## src/include/render_params.svh

```systemverilog
// ==================================================
// Geometry, credit and field width constants for
// the scanline renderer
// ==================================================
`ifndef RENDER_PARAMS_SVH
`define RENDER_PARAMS_SVH

// Line and world geometry, the world wraps in both axes
`define LINE_WIDTH        64
`define LINE_X_W          6
`define WORLD_SIZE        64
`define TILE_SIZE         4
`define MAP_TILES         16

// Sprites
`define NUM_SPRITES       4
`define SPRITE_MAX        8

// Credits per source, also the compositor FIFO depth
`define PIX_CREDITS       2
`define CREDIT_W          2

`define COLOR_W           8
`define TRANSPARENT_INDEX 0

// Memory interfaces
`define MAP_ADDR_W        8
`define MAP_DATA_W        8
`define TILE_INDEX_W      6
`define TILE_PAT_ADDR_W   10
`define SPR_ATTR_ADDR_W   2
`define SPR_ATTR_W        32
`define SPR_PAT_ADDR_W    12

`endif

```

## src/design/render_pkg.sv

```systemverilog
// ==================================================
// Shared types for the scanline renderer
// ==================================================
`default_nettype none
`include "render_params.svh"

package render_pkg;

  // Colour index and pixel coordinate within a line
  typedef logic [`COLOR_W-1:0]  color_t;
  typedef logic [`LINE_X_W-1:0] line_x_t;

  // Offsets inside a tile and inside a sprite
  typedef logic [$clog2(`TILE_SIZE)-1:0]  tile_off_t;
  typedef logic [$clog2(`SPRITE_MAX)-1:0] spr_off_t;

  // Attribute word as held in sprite attribute memory
  typedef struct packed {
    logic [1:0] rsvd_hi;
    logic [5:0] pat_base;
    logic [2:0] rsvd_lo;
    logic       flip_y;
    logic       flip_x;
    logic       enable;
    spr_off_t   height_m1;
    spr_off_t   width_m1;
    line_x_t    y;
    line_x_t    x;
  } sprite_attr_t;

  typedef enum logic [1:0] {
    TILE_IDLE,
    TILE_FETCH,
    TILE_DONE
  } tile_state_e;

  typedef enum logic [2:0] {
    SPR_IDLE,
    SPR_READ_ATTR,
    SPR_CHECK,
    SPR_DRAW,
    SPR_DONE
  } sprite_state_e;

endpackage

`default_nettype wire

```

## src/design/tile_renderer.sv

```systemverilog
// ==================================================
// Tile layer renderer, fetches map entries and tile
// patterns and streams opaque pixels under credits
// ==================================================
`timescale 1ns/1ps
`default_nettype none
`include "render_params.svh"

module tile_renderer import render_pkg::*; (
  input  wire logic                     clk,
  input  wire logic                     reset,
  input  wire logic                     line_start,
  input  wire line_x_t                  line_y,
  input  wire line_x_t                  scroll_x,
  input  wire line_x_t                  scroll_y,
  input  wire logic [`TILE_INDEX_W-1:0] nop_index,
  input  wire logic [`MAP_DATA_W-1:0]   map_data,
  input  wire color_t                   tile_pat_data,
  input  wire logic                     tile_credit,
  output logic [`MAP_ADDR_W-1:0]        map_addr,
  output logic [`TILE_PAT_ADDR_W-1:0]   tile_pat_addr,
  output logic                          tile_pix_valid,
  output line_x_t                       tile_pix_x,
  output color_t                        tile_pix_color,
  output logic                          tile_done
);

  localparam int CW = `CREDIT_W;
  localparam int TW = $clog2(`TILE_SIZE);

  tile_state_e state;
  line_x_t x, world_x, world_y, scroll_x_r;
  logic [`TILE_INDEX_W-1:0] nop_r, tile_index;
  logic [CW-1:0] credits, in_flight;
  logic issue, last_x, flip_x, flip_y;

  // Stage 1 waits for the map entry, stage 2 for the pattern colour
  logic s1_valid, s2_valid;
  line_x_t s1_x, s2_x;
  tile_off_t s1_col, col, row;

  assign in_flight = CW'(s1_valid) + CW'(s2_valid);
  assign issue = (state == TILE_FETCH) && (credits > in_flight);
  assign last_x = (x == line_x_t'(`LINE_WIDTH - 1));
  assign world_x = x + scroll_x_r;

  // Tile row first, then tile column
  assign map_addr = {world_y[`LINE_X_W-1:TW], world_x[`LINE_X_W-1:TW]};

  assign tile_index = map_data[`TILE_INDEX_W-1:0];
  assign flip_x = map_data[`TILE_INDEX_W];
  assign flip_y = map_data[`TILE_INDEX_W+1];
  assign col = flip_x ? ~s1_col : s1_col;
  assign row = flip_y ? ~world_y[TW-1:0] : world_y[TW-1:0];
  assign tile_pat_addr = {tile_index, row, col};

  assign tile_pix_valid = s2_valid && (tile_pat_data != color_t'(`TRANSPARENT_INDEX));
  assign tile_pix_x = s2_x;
  assign tile_pix_color = tile_pat_data;
  assign tile_done = (state == TILE_DONE) && !s1_valid && !s2_valid;

  always_ff @(posedge clk or posedge reset) begin
    if (reset) begin
      state <= TILE_IDLE;
      x <= '0;
      s1_valid <= 1'b0;
      s2_valid <= 1'b0;
    end else begin
      s1_valid <= issue;
      // No-op tiles never reach the pattern fetch
      s2_valid <= s1_valid && (tile_index != nop_r);
      if (line_start) begin
        state <= TILE_FETCH;
        x <= '0;
      end else if (issue) begin
        x <= x + line_x_t'(1);
        if (last_x) begin
          state <= TILE_DONE;
        end
      end
    end
  end

  always_ff @(posedge clk) begin
    if (line_start) begin
      scroll_x_r <= scroll_x;
      world_y <= line_y + scroll_y;
      nop_r <= nop_index;
    end
    s1_x <= x;
    s1_col <= world_x[TW-1:0];
    s2_x <= s1_x;
  end

  // One credit per sent pixel, one back per compositor pop
  always_ff @(posedge clk or posedge reset) begin
    if (reset) begin
      credits <= CW'(`PIX_CREDITS);
    end else if (tile_pix_valid && !tile_credit) begin
      credits <= credits - CW'(1);
    end else if (tile_credit && !tile_pix_valid) begin
      credits <= credits + CW'(1);
    end
  end

  assert property (@(posedge clk) disable iff (reset)
    (credits <= CW'(`PIX_CREDITS)) && !(tile_pix_valid && credits == '0))
    else $error("tile credit counter out of range");

endmodule

`default_nettype wire

```

## src/design/sprite_renderer.sv

```systemverilog
// ==================================================
// Sprite renderer, scans four sprite attributes and
// streams pixels of the sprites on the current line
// ==================================================
`timescale 1ns/1ps
`default_nettype none
`include "render_params.svh"

module sprite_renderer import render_pkg::*; (
  input  wire logic                        clk,
  input  wire logic                        reset,
  input  wire logic                        line_start,
  input  wire line_x_t                     line_y,
  input  wire logic [`SPR_ATTR_W-1:0]      spr_attr_data,
  input  wire color_t                      spr_pat_data,
  input  wire logic                        sprite_credit,
  output logic [`SPR_ATTR_ADDR_W-1:0]      spr_attr_addr,
  output logic [`SPR_PAT_ADDR_W-1:0]       spr_pat_addr,
  output logic                             sprite_pix_valid,
  output line_x_t                          sprite_pix_x,
  output color_t                           sprite_pix_color,
  output logic                             sprite_done
);

  localparam int CW = `CREDIT_W;
  localparam int AW = `SPR_ATTR_ADDR_W;

  sprite_state_e state;
  logic [AW-1:0] spr_idx;
  line_x_t line_y_r, row_off;
  sprite_attr_t attr, attr_r;
  spr_off_t px, src_row, src_col;
  logic [CW-1:0] credits;
  logic hit, issue, last_px, last_sprite;

  // Pattern fetch in flight
  logic p1_valid;
  line_x_t p1_x;

  assign attr = sprite_attr_t'(spr_attr_data);
  assign row_off = line_y_r - attr.y;
  assign hit = attr.enable && (row_off <= line_x_t'(attr.height_m1));
  assign last_sprite = (spr_idx == AW'(`NUM_SPRITES - 1));

  assign issue = (state == SPR_DRAW) && (credits > CW'(p1_valid));
  assign last_px = (px == attr_r.width_m1);
  assign src_col = attr_r.flip_x ? attr_r.width_m1 - px : px;

  assign spr_attr_addr = spr_idx;
  // Base, then row, then column
  assign spr_pat_addr = {attr_r.pat_base, src_row, src_col};

  assign sprite_pix_valid = p1_valid && (spr_pat_data != color_t'(`TRANSPARENT_INDEX));
  assign sprite_pix_x = p1_x;
  assign sprite_pix_color = spr_pat_data;
  assign sprite_done = (state == SPR_DONE) && !p1_valid;

  always_ff @(posedge clk or posedge reset) begin
    if (reset) begin
      state <= SPR_IDLE;
      spr_idx <= '0;
      px <= '0;
      p1_valid <= 1'b0;
    end else begin
      p1_valid <= issue;
      if (line_start) begin
        state <= SPR_READ_ATTR;
        spr_idx <= '0;
      end else begin
        case (state)
          SPR_READ_ATTR: begin
            state <= SPR_CHECK;
          end
          SPR_CHECK: begin
            px <= '0;
            if (hit) begin
              state <= SPR_DRAW;
            end else begin
              state <= last_sprite ? SPR_DONE : SPR_READ_ATTR;
              spr_idx <= spr_idx + AW'(1);
            end
          end
          SPR_DRAW: begin
            if (issue) begin
              px <= px + spr_off_t'(1);
              if (last_px) begin
                state <= last_sprite ? SPR_DONE : SPR_READ_ATTR;
                spr_idx <= spr_idx + AW'(1);
              end
            end
          end
          default: begin
          end
        endcase
      end
    end
  end

  always_ff @(posedge clk) begin
    if (line_start) begin
      line_y_r <= line_y;
    end
    // Latch the sprite and its source row while checking it
    if (state == SPR_CHECK) begin
      attr_r <= attr;
      src_row <= attr.flip_y ? attr.height_m1 - spr_off_t'(row_off) : spr_off_t'(row_off);
    end
    p1_x <= attr_r.x + line_x_t'(px);
  end

  always_ff @(posedge clk or posedge reset) begin
    if (reset) begin
      credits <= CW'(`PIX_CREDITS);
    end else if (sprite_pix_valid && !sprite_credit) begin
      credits <= credits - CW'(1);
    end else if (sprite_credit && !sprite_pix_valid) begin
      credits <= credits + CW'(1);
    end
  end

  assert property (@(posedge clk) disable iff (reset)
    (credits <= CW'(`PIX_CREDITS)) && !(sprite_pix_valid && credits == '0))
    else $error("sprite credit counter out of range");

endmodule

`default_nettype wire

```

## src/design/line_compositor.sv

```systemverilog
// ==================================================
// Line compositor, merges tile and sprite pixels into
// a double-buffered line buffer and scans it out
// ==================================================
`timescale 1ns/1ps
`default_nettype none
`include "render_params.svh"

module line_compositor import render_pkg::*; (
  input  wire logic    clk,
  input  wire logic    reset,
  input  wire logic    line_start,
  input  wire logic    tile_pix_valid,
  input  wire line_x_t tile_pix_x,
  input  wire color_t  tile_pix_color,
  input  wire logic    sprite_pix_valid,
  input  wire line_x_t sprite_pix_x,
  input  wire color_t  sprite_pix_color,
  input  wire logic    tile_done,
  input  wire logic    sprite_done,
  input  wire logic    scan_en,
  input  wire line_x_t scan_x,
  output logic         tile_credit,
  output logic         sprite_credit,
  output logic         line_done,
  output logic         scan_valid,
  output color_t       scan_color
);

  localparam int PTR_W = $clog2(`PIX_CREDITS);
  localparam int CNT_W = $clog2(`PIX_CREDITS + 1);
  localparam int BUF_DEPTH = 2 * `LINE_WIDTH;

  // Source 0 is the tile stream, source 1 the sprite stream
  logic [1:0] push, pop, not_empty;
  line_x_t [1:0] in_x, head_x;
  color_t [1:0] in_color, head_color;
  logic sel, last_sel;

  // Both line buffers in one array, the top address bit picks the bank
  color_t buf_color [BUF_DEPTH];
  logic buf_flag [BUF_DEPTH];
  logic back;
  logic [`LINE_X_W:0] wr_addr, rd_addr;

  assign push = {sprite_pix_valid, tile_pix_valid};
  assign in_x = {sprite_pix_x, tile_pix_x};
  assign in_color = {sprite_pix_color, tile_pix_color};

  for (genvar s = 0; s < 2; s++) begin : g_fifo
    line_x_t x_mem [`PIX_CREDITS];
    color_t c_mem [`PIX_CREDITS];
    logic [PTR_W-1:0] wr_ptr, rd_ptr;
    logic [CNT_W-1:0] count;

    always_ff @(posedge clk or posedge reset) begin
      if (reset) begin
        wr_ptr <= '0;
        rd_ptr <= '0;
        count <= '0;
      end else begin
        if (push[s]) begin
          wr_ptr <= wr_ptr + PTR_W'(1);
        end
        if (pop[s]) begin
          rd_ptr <= rd_ptr + PTR_W'(1);
        end
        count <= count + CNT_W'(push[s]) - CNT_W'(pop[s]);
      end
    end

    always_ff @(posedge clk) begin
      if (push[s]) begin
        x_mem[wr_ptr] <= in_x[s];
        c_mem[wr_ptr] <= in_color[s];
      end
    end

    assign not_empty[s] = (count != '0);
    assign head_x[s] = x_mem[rd_ptr];
    assign head_color[s] = c_mem[rd_ptr];

    // Renderer credits must keep every push within the FIFO depth
    assert property (@(posedge clk) disable iff (reset)
      push[s] |-> count < CNT_W'(`PIX_CREDITS))
      else $error("pixel FIFO %0d overflow", s);
  end

  // Alternate sources when both hold data
  assign sel = (not_empty == 2'b11) ? ~last_sel : not_empty[1];
  assign pop = (not_empty == 2'b00) ? 2'b00 : (sel ? 2'b10 : 2'b01);
  assign tile_credit = pop[0];
  assign sprite_credit = pop[1];
  assign line_done = tile_done && sprite_done && (not_empty == 2'b00);

  assign wr_addr = {back, head_x[sel]};
  assign rd_addr = {~back, scan_x};

  always_ff @(posedge clk or posedge reset) begin
    if (reset) begin
      for (int i = 0; i < BUF_DEPTH; i++) begin
        buf_color[i] <= '0;
        buf_flag[i] <= 1'b0;
      end
      back <= 1'b0;
      last_sel <= 1'b0;
      scan_valid <= 1'b0;
    end else begin
      if (line_start) begin
        back <= ~back;
      end
      // Sprites always land, tiles only where no sprite has
      if (pop != 2'b00) begin
        last_sel <= sel;
        if (sel || !buf_flag[wr_addr]) begin
          buf_color[wr_addr] <= head_color[sel];
        end
        if (sel) begin
          buf_flag[wr_addr] <= 1'b1;
        end
      end
      // Clear on read so the bank is blank when it becomes the back buffer
      scan_valid <= scan_en;
      if (scan_en) begin
        buf_color[rd_addr] <= '0;
        buf_flag[rd_addr] <= 1'b0;
      end
    end
  end

  always_ff @(posedge clk) begin
    if (scan_en) begin
      scan_color <= buf_color[rd_addr];
    end
  end

endmodule

`default_nettype wire

```

## src/design/line_renderer.sv

```systemverilog
// ==================================================
// Scanline renderer top, tile and sprite renderers
// feeding the line compositor
// ==================================================
`timescale 1ns/1ps
`default_nettype none
`include "render_params.svh"

module line_renderer import render_pkg::*; (
  input  wire logic                     clk,
  input  wire logic                     reset,
  input  wire logic                     line_start,
  input  wire line_x_t                  line_y,
  input  wire line_x_t                  scroll_x,
  input  wire line_x_t                  scroll_y,
  input  wire logic [`TILE_INDEX_W-1:0] nop_index,
  output wire logic [`MAP_ADDR_W-1:0]   map_addr,
  input  wire logic [`MAP_DATA_W-1:0]   map_data,
  output wire logic [`TILE_PAT_ADDR_W-1:0] tile_pat_addr,
  input  wire color_t                   tile_pat_data,
  output wire logic [`SPR_ATTR_ADDR_W-1:0] spr_attr_addr,
  input  wire logic [`SPR_ATTR_W-1:0]   spr_attr_data,
  output wire logic [`SPR_PAT_ADDR_W-1:0] spr_pat_addr,
  input  wire color_t                   spr_pat_data,
  input  wire logic                     scan_en,
  input  wire line_x_t                  scan_x,
  output wire logic                     scan_valid,
  output wire color_t                   scan_color,
  output wire logic                     line_done
);

  // Pixel channels and credit returns
  wire logic    tile_pix_valid, sprite_pix_valid;
  wire line_x_t tile_pix_x, sprite_pix_x;
  wire color_t  tile_pix_color, sprite_pix_color;
  wire logic    tile_credit, sprite_credit;
  wire logic    tile_done, sprite_done;

  tile_renderer u_tile_renderer (
    .clk            (clk),
    .reset          (reset),
    .line_start     (line_start),
    .line_y         (line_y),
    .scroll_x       (scroll_x),
    .scroll_y       (scroll_y),
    .nop_index      (nop_index),
    .map_data       (map_data),
    .tile_pat_data  (tile_pat_data),
    .tile_credit    (tile_credit),
    .map_addr       (map_addr),
    .tile_pat_addr  (tile_pat_addr),
    .tile_pix_valid (tile_pix_valid),
    .tile_pix_x     (tile_pix_x),
    .tile_pix_color (tile_pix_color),
    .tile_done      (tile_done)
  );

  sprite_renderer u_sprite_renderer (
    .clk              (clk),
    .reset            (reset),
    .line_start       (line_start),
    .line_y           (line_y),
    .spr_attr_data    (spr_attr_data),
    .spr_pat_data     (spr_pat_data),
    .sprite_credit    (sprite_credit),
    .spr_attr_addr    (spr_attr_addr),
    .spr_pat_addr     (spr_pat_addr),
    .sprite_pix_valid (sprite_pix_valid),
    .sprite_pix_x     (sprite_pix_x),
    .sprite_pix_color (sprite_pix_color),
    .sprite_done      (sprite_done)
  );

  line_compositor u_line_compositor (
    .clk              (clk),
    .reset            (reset),
    .line_start       (line_start),
    .tile_pix_valid   (tile_pix_valid),
    .tile_pix_x       (tile_pix_x),
    .tile_pix_color   (tile_pix_color),
    .sprite_pix_valid (sprite_pix_valid),
    .sprite_pix_x     (sprite_pix_x),
    .sprite_pix_color (sprite_pix_color),
    .tile_done        (tile_done),
    .sprite_done      (sprite_done),
    .scan_en          (scan_en),
    .scan_x           (scan_x),
    .tile_credit      (tile_credit),
    .sprite_credit    (sprite_credit),
    .line_done        (line_done),
    .scan_valid       (scan_valid),
    .scan_color       (scan_color)
  );

endmodule

`default_nettype wire

```

## config.mk

```make
export PLATFORM = sky130hd
export DESIGN_NAME = line_renderer
export DESIGN_NICKNAME = d
export VERILOG_FILES = /design/src/design/render_pkg.sv /design/src/design/tile_renderer.sv /design/src/design/sprite_renderer.sv /design/src/design/line_compositor.sv /design/src/design/line_renderer.sv
export VERILOG_INCLUDE_DIRS = /design/src /design/src/include
export SDC_FILE = /design/constraint.sdc
export NUM_CORES = 2
export LEC_CHECK = 0
export ABC_AREA = 0
export BUFFER_PORTS_ARGS = -buffer_cell sky130_fd_sc_hd__buf_2
export CAP_MARGIN = 15
export CORE_ASPECT_RATIO = 1.1
export CORE_MARGIN = 2
export CORE_UTILIZATION = 57
export CTS_CLUSTER_SIZE = 8
export DETAILED_ROUTE_END_ITERATION = 7
export PLACE_DENSITY = 0.75
export SYNTH_ARGS = -nofsm -noshare
export SYNTH_HDL_FRONTEND = slang
export SYNTH_SLANG_ARGS = --single-unit
```

## constraint.sdc

```tcl
create_clock -name clk -period 38.5 [get_ports clk]
set_clock_uncertainty 0.1 [all_clocks]
set_input_delay 3.85 -clock clk [delete_from_list [all_inputs] [get_ports clk]]
set_output_delay 3.85 -clock clk [all_outputs]
set_load 0.02 [all_outputs]
```

* Word-level counts from Yosys, hierarchy flattened *
Memories as Yosys holds them, arrays and structs flattened.
Cells that the tools add are included.

operators by class
  add/subtract/negate cells = 22
  $mul = 0
  divide/modulo/power cells = 0
  order comparisons = 8
  equal/unequal tests = 15
  shift operators = 0
  muxes and demuxes = 58
  bitwise gates (word level) = 12
  reduce and logical (&&, ||, !) cells = 43

operators with widths
  operator              count
  $mux 1024             3
  $and 1024x1024->1024  1
  $bwmux 1024           1
  $not 1024->1024       1
  $mux 128              3
  $and 128x128->128     1
  $not 128->128         1
  $or 128x128->128      1
  $demux 8 s7           2
  $bmux 8 s7            1
  $mux 8                6
  $mux 2                15
  $mux 3                8
  $mux 6                4
  $logic_and 1x1->1     17
  $ge 8x8->1 const B    2
  $lt 8x1->1 const B    2
  $not 7->8             2
  $reduce_bool 2->1     8
  $reduce_bool 8->1     2
  $demux 1 s7           2
  $add 6x6->6           2
  $mux 1                9
  $pmux 3 s3            1
  other kinds (39)      63

word-level totals
  bits in registers = 1257
  latch bits = 0
  RAM bits = 56
  memory bits (read-only) = 0
  input port bits = 90
  memories = 4

memories
  name                               words  width  rd ports  clocked after Yosys merged registers in  wr ports  RTL line               RTL
  u_line_compositor.g_fifo[0].c_mem  2      8      1         0                                        1         line_compositor.sv:52  color_t c_mem [`PIX_CREDITS];
  u_line_compositor.g_fifo[1].c_mem  2      8      1         0                                        1         line_compositor.sv:52
  u_line_compositor.g_fifo[0].x_mem  2      6      1         0                                        1         line_compositor.sv:51  line_x_t x_mem [`PIX_CREDITS];
  u_line_compositor.g_fifo[1].x_mem  2      6      1         0                                        1         line_compositor.sv:51

* Logic depth before layout (Yosys ltp) *
  word-level depth = 15
  gate-level depth with buffers = 17
  depth with buffers taken out = 13

* Hierarchy *
From an unflattened synthesis, not the netlist that was laid out.

unflattened totals
  cells, all modules = 6350
  area, all modules = 66909.2 sq um

modules (own cells, without submodules)
  module           times used  cells an instance  area each (sq um)  seq. area each (sq um)
  line_compositor  1           5985               62541.2            31024.8
  sprite_renderer  1           197                2264.7             1147.4
  tile_renderer    1           168                2103.3             1122.3

* Worst setup path after synthesis *
OpenSTA, ideal clock, no wires.

  path type = input port to output port
  start = input port map_data[6]
  end = output port tile_pat_addr[0]
  arrival = 4.204 ns
  required time = 34.550 ns
  slack = 30.346 ns
  stages on the path = 1
  path buffers = 0
  cell sequence = xor2_1

between the ends
  longest elaborated chain between the ends = 1

RTL lines
  item         RTL line             RTL
  from (decl)  line_renderer.sv:18  input wire logic [`MAP_DATA_W-1:0] map_data,
  $mux 2       tile_renderer.sv:53  assign col = flip_x ? ~s1_col : s1_col;
  to (decl)    line_renderer.sv:19  output wire logic [`TILE_PAT_ADDR_W-1:0] tile_pat_addr,

Every way passes these cells.

* Worst setup path after layout *
Ends and elaborated chain as after synthesis.

==> flow_metrics.py <==
metrics = {
    "placed_design": {
        "dp.cells": 7903,
        "dp.final_hpwl_um": 142000,
        "place_area_um2": 65700,
        "dpl_worst_slack_ns": 30.11,
        "gp_congestion": 0.976,
        "place.port_buffers": 126,
    },
    "die": {
        "dieArea_um2": 115000,
        "ios": 132,
        "num_rows": 129,
        "die_y_um": 356,
        "initial_core_util": 0.573,
        "core_um2": 112000,
        "die_x_um": 324,
    },
    "global_routing": {
        "grt-ovfl-total": 0,
        "grt_max_degree": 173,
        "grt.total_usage": 0.412,
        "grt_pass1_vias": 57100,
        "antenna_found_initial": 12,
        "grt_pass1_wl_um": 359000,
    },
    "synth": {
        "synthFlopType": "dfrtp_1",
        "synth_nets": 6830,
        "synth-edff-count": 107,
        "netlist.area_leader.share": 0.462,
        "async_flop_share": 0.903,
        "synthCells": 6697,
        "ys_warn_count": 0,
        "synth_area_leaders": "dfrtp_1 (46%), mux2i_1 (5.5%), edfxtp_1 (5.0%)",
        "avgSynthCellArea_um2": 9.59,
        "synth-seq-area-share": 0.519,
        "synthesis.area_um2": 64200,
        "synth_area_leader_cell": "dfrtp_1",
        "ys_seq_elements": 1313,
        "synth_cell_types": 98,
    },
    "detailed_routing": {
        "final_antenna_net_count": 0,
        "dr.pass1.iters": 8,
        "drtIter0Drc": 9768,
        "wl_per_cell_um": 29.5,
        "via_count": 58900,
        "routed_via_density": 7.22,
        "routed_wl_um": 240000,
        "drcViolationCount": 23,
    },
    "sta": {
        "final.min_clock_period_ns": 8.30,
        "setup_slack_ns": 30.20,
        "slew_headroom": 0.102,
        "hold_violations": 0,
        "tns_ns": 0,
        "fin_hold_ws_ns": 0.220,
        "drv_slew": 0,
        "fmax_mhz": 120,
        "rsz0062_at_grt": "false",
        "worst_pin_slew_ns": 1.34,
        "setup_viol": 0,
        "period_share": 0.216,
    },
    "pwr": {
        "clkPwrFrac": 0.368,
        "p_switching_mw": 1.19,
        "peakVddDrop_v": 0.0000454,
        "power_frac_comb": 0.158,
        "sw_frac_of_total": 0.301,
        "cellLeakagePower_nw": 26.4,
        "total_power_mw": 3.95,
        "internal-power_mw": 2.76,
        "seqPwrFrac": 0.474,
        "powerDensity_nw_per_um2": 55.8,
    },
    "setup_path": {
        "arrival_ns": 4.35,
        "worst_setup_path_start_kind": "input pin",
        "crit_cells": 3,
        "r2r-end": "u_line_compositor.buf_color[476]$_DFF_PP0_",
        "critical_path_buf_inv_count": 2,
        "cp_common_cell": "buf_2",
        "cp_data_required_time_ns": 34.55,
        "crit_path_start": "map_data[6]",
        "cp_top_family": "buffers and inverters",
        "cpMaxStageDelayCell": "buf_2",
        "r2r-start": "u_line_compositor.g_fifo[0].count[1]$_DFF_PP0_",
        "worstPathMaxFanout": 2,
        "cp_cell_sequence": "buf_2 -> xor2_1 -> buf_2",
        "rrSetupSlack_ns": 31.89,
        "r2r_cells": 13,
        "cp_slowest_stage_delay_ns": 0.20,
        "path_class": "in -> out",
        "endpoint": "tile_pat_addr[0]",
        "cp-end-kind": "output port",
    },
    "cells_and_area": {
        "drive_gt1_frac": 0.0949,
        "final_cells": 8155,
        "area_growth_pct": 10.3,
        "nets": 6727,
        "fin_util": 0.632,
        "finalInstanceArea_um2": 70800,
    },
    "cts": {
        "htree_levels": 4,
        "cts_sinks": 1313,
        "clock_latency_ns": 0.82,
        "postCtsSetupRepairBufs": 0,
        "cts-root-buf": "clkbuf_16",
        "cts_hold_buf": 0,
        "cts_buffers": 182,
        "cts.reportedPaths.clkPinSlew_ns": 0.05,
        "cts_resized": 0,
        "cts_tree": "yes",
        "clock_path_buffers": 3,
    },
    "min_path": {
        "hp-class": "reg -> reg",
    },
    "outcome": {
        "violations": "DRC",
        "status": "finished with violations",
    },
    "job": {
        "drv_cap": 0,
    },
}
==> cell type report <==
| type | instances | area, um2 |
|---|---|---|
| Multi-Input combinational cell | 4744 | 28500 |
| Fill cell | 9046 | 41200 |
| Sequential cell | 1313 | 33300 |
| Timing Repair Buffer | 300 | 2000 |
| Antenna cell | 12 | 30.0 |
| Inverter | 53 | 206 |
| Tap cell | 1506 | 1880 |
| Clock inverter | 14 | 228 |
| Clock buffer | 213 | 4710 |
==> logic make-up after synthesis <==
group / share of synthesized area
flip-flops: 0.519
AND/OR/NAND/NOR: 0.154
AO/OA/AOI/OAI: 0.209
multiplexers: 0.0589
adder cells (fa/ha/maj): 0.00908
buffers and inverters: 0.0430
XOR/XNOR: 0.00696
==> sequential cells by signal, summed over array words and instances (netlist names), 4 cells and up <==
signal and flops:
u_line_compositor.buf_color 1024, u_tile_renderer.world_y 6, u_sprite_renderer.spr_pat_addr 6, u_line_compositor.g_fifo.x_mem 24, u_sprite_renderer.attr_r 10, u_line_compositor.scan_color 8, u_line_compositor.buf_flag 128, u_tile_renderer.x 6
u_tile_renderer.tile_pix_x 6, u_sprite_renderer.line_y_r 6, u_sprite_renderer.sprite_pix_x 6, u_line_compositor.g_fifo.count 4, u_line_compositor.g_fifo.c_mem 32, u_tile_renderer.s1_x 6, u_tile_renderer.scroll_x_r 6, u_tile_renderer.nop_r 6
==> worst reg2reg max path, stage by stage (launching register included) <==
cell      delay, ns
dfrtp_1        0.46
o21ai_4        0.53
nand2_4        0.34
inv_2          0.38
buf_4          0.54
mux2i_1        0.26
buf_4          0.22
nand2_1        0.57
a211oi_4       0.43
buf_4          0.41
and2_4         0.91
buf_4          0.90
o31ai_1        0.28
a21oi_1        0.19
==> power groups by stage <==
stage                     clock network [mW]  registers (mW)  logic [mW]
after detailed placement                   0            1.88       0.601
after CTS                               1.46            1.86       0.603
final                                   1.45            1.88       0.624
after global routing                    1.52            1.90       0.683
after global placement                     0            1.87       0.575
after floorplan                            0            1.84       0.442
==> metal layers <==
metal,GRT usage,up-vias,routed length (um)
li1,-,24300,-
met1,0.527,28700,85100
met2,0.586,4760,102000
met3,0.148,1175,33700
met4,0.279,16,18700
met5,0.00252,-,136
==> synth_stat cells (69+ instances only) <==
library cell,number
a22oi_1,329
dfrtp_1,1184
o31ai_1,150
o21ai_0,534
nand2_1,833
a22o_1,105
buf_1,83
a31oi_1,71
clkbuf_1,392
o21ai_1,165
a21oi_1,488
mux2i_1,352
edfxtp_1,107
a221oi_1,96
nor2_1,524
nand4_1,279
nand3_1,349
nor3_1,69
==> cell usage in the layout, fill, tap and decap left out, drive strengths merged, types with 14 or more instances in the layout <==
master and count:
dfrtp 1184, nand2 840, o21ai 701, nor2 527
a21oi 505, mux2i 353, nand3 349, a22oi 329
buf 298, nand4 279, clkbuf 215, o31ai 152
edfxtp 107, a22o 105, a221oi 98, nor3 75
a31oi 71, inv 59, ha 37, xnor2 34
a211oi 28, o221ai 23, nor4 22, dfxtp 20
and2 20, and3 18, xor2 17, a41o 15
mux2 14
==> worst min-delay path by stage <==
stage,from,slack [ns],cells past startpoint,end
after floorplan,u_tile_renderer.s1_x[0]$_DFF_P_,0.21,0,u_tile_renderer.tile_pix_x[0]$_DFF_P_
after global placement,u_tile_renderer.s1_x[2]$_DFF_P_,0.22,0,u_tile_renderer.tile_pix_x[2]$_DFF_P_
after detailed placement,u_tile_renderer.s1_x[2]$_DFF_P_,0.21,0,u_tile_renderer.tile_pix_x[2]$_DFF_P_
after CTS,u_tile_renderer.s1_x[2]$_DFF_P_,0.22,0,u_tile_renderer.tile_pix_x[2]$_DFF_P_
after global routing,u_tile_renderer.s1_x[5]$_DFF_P_,0.23,0,u_tile_renderer.tile_pix_x[5]$_DFF_P_
final,u_tile_renderer.s1_x[5]$_DFF_P_,0.22,0,u_tile_renderer.tile_pix_x[5]$_DFF_P_
Note: power is estimated with default switching activity, not from simulation.
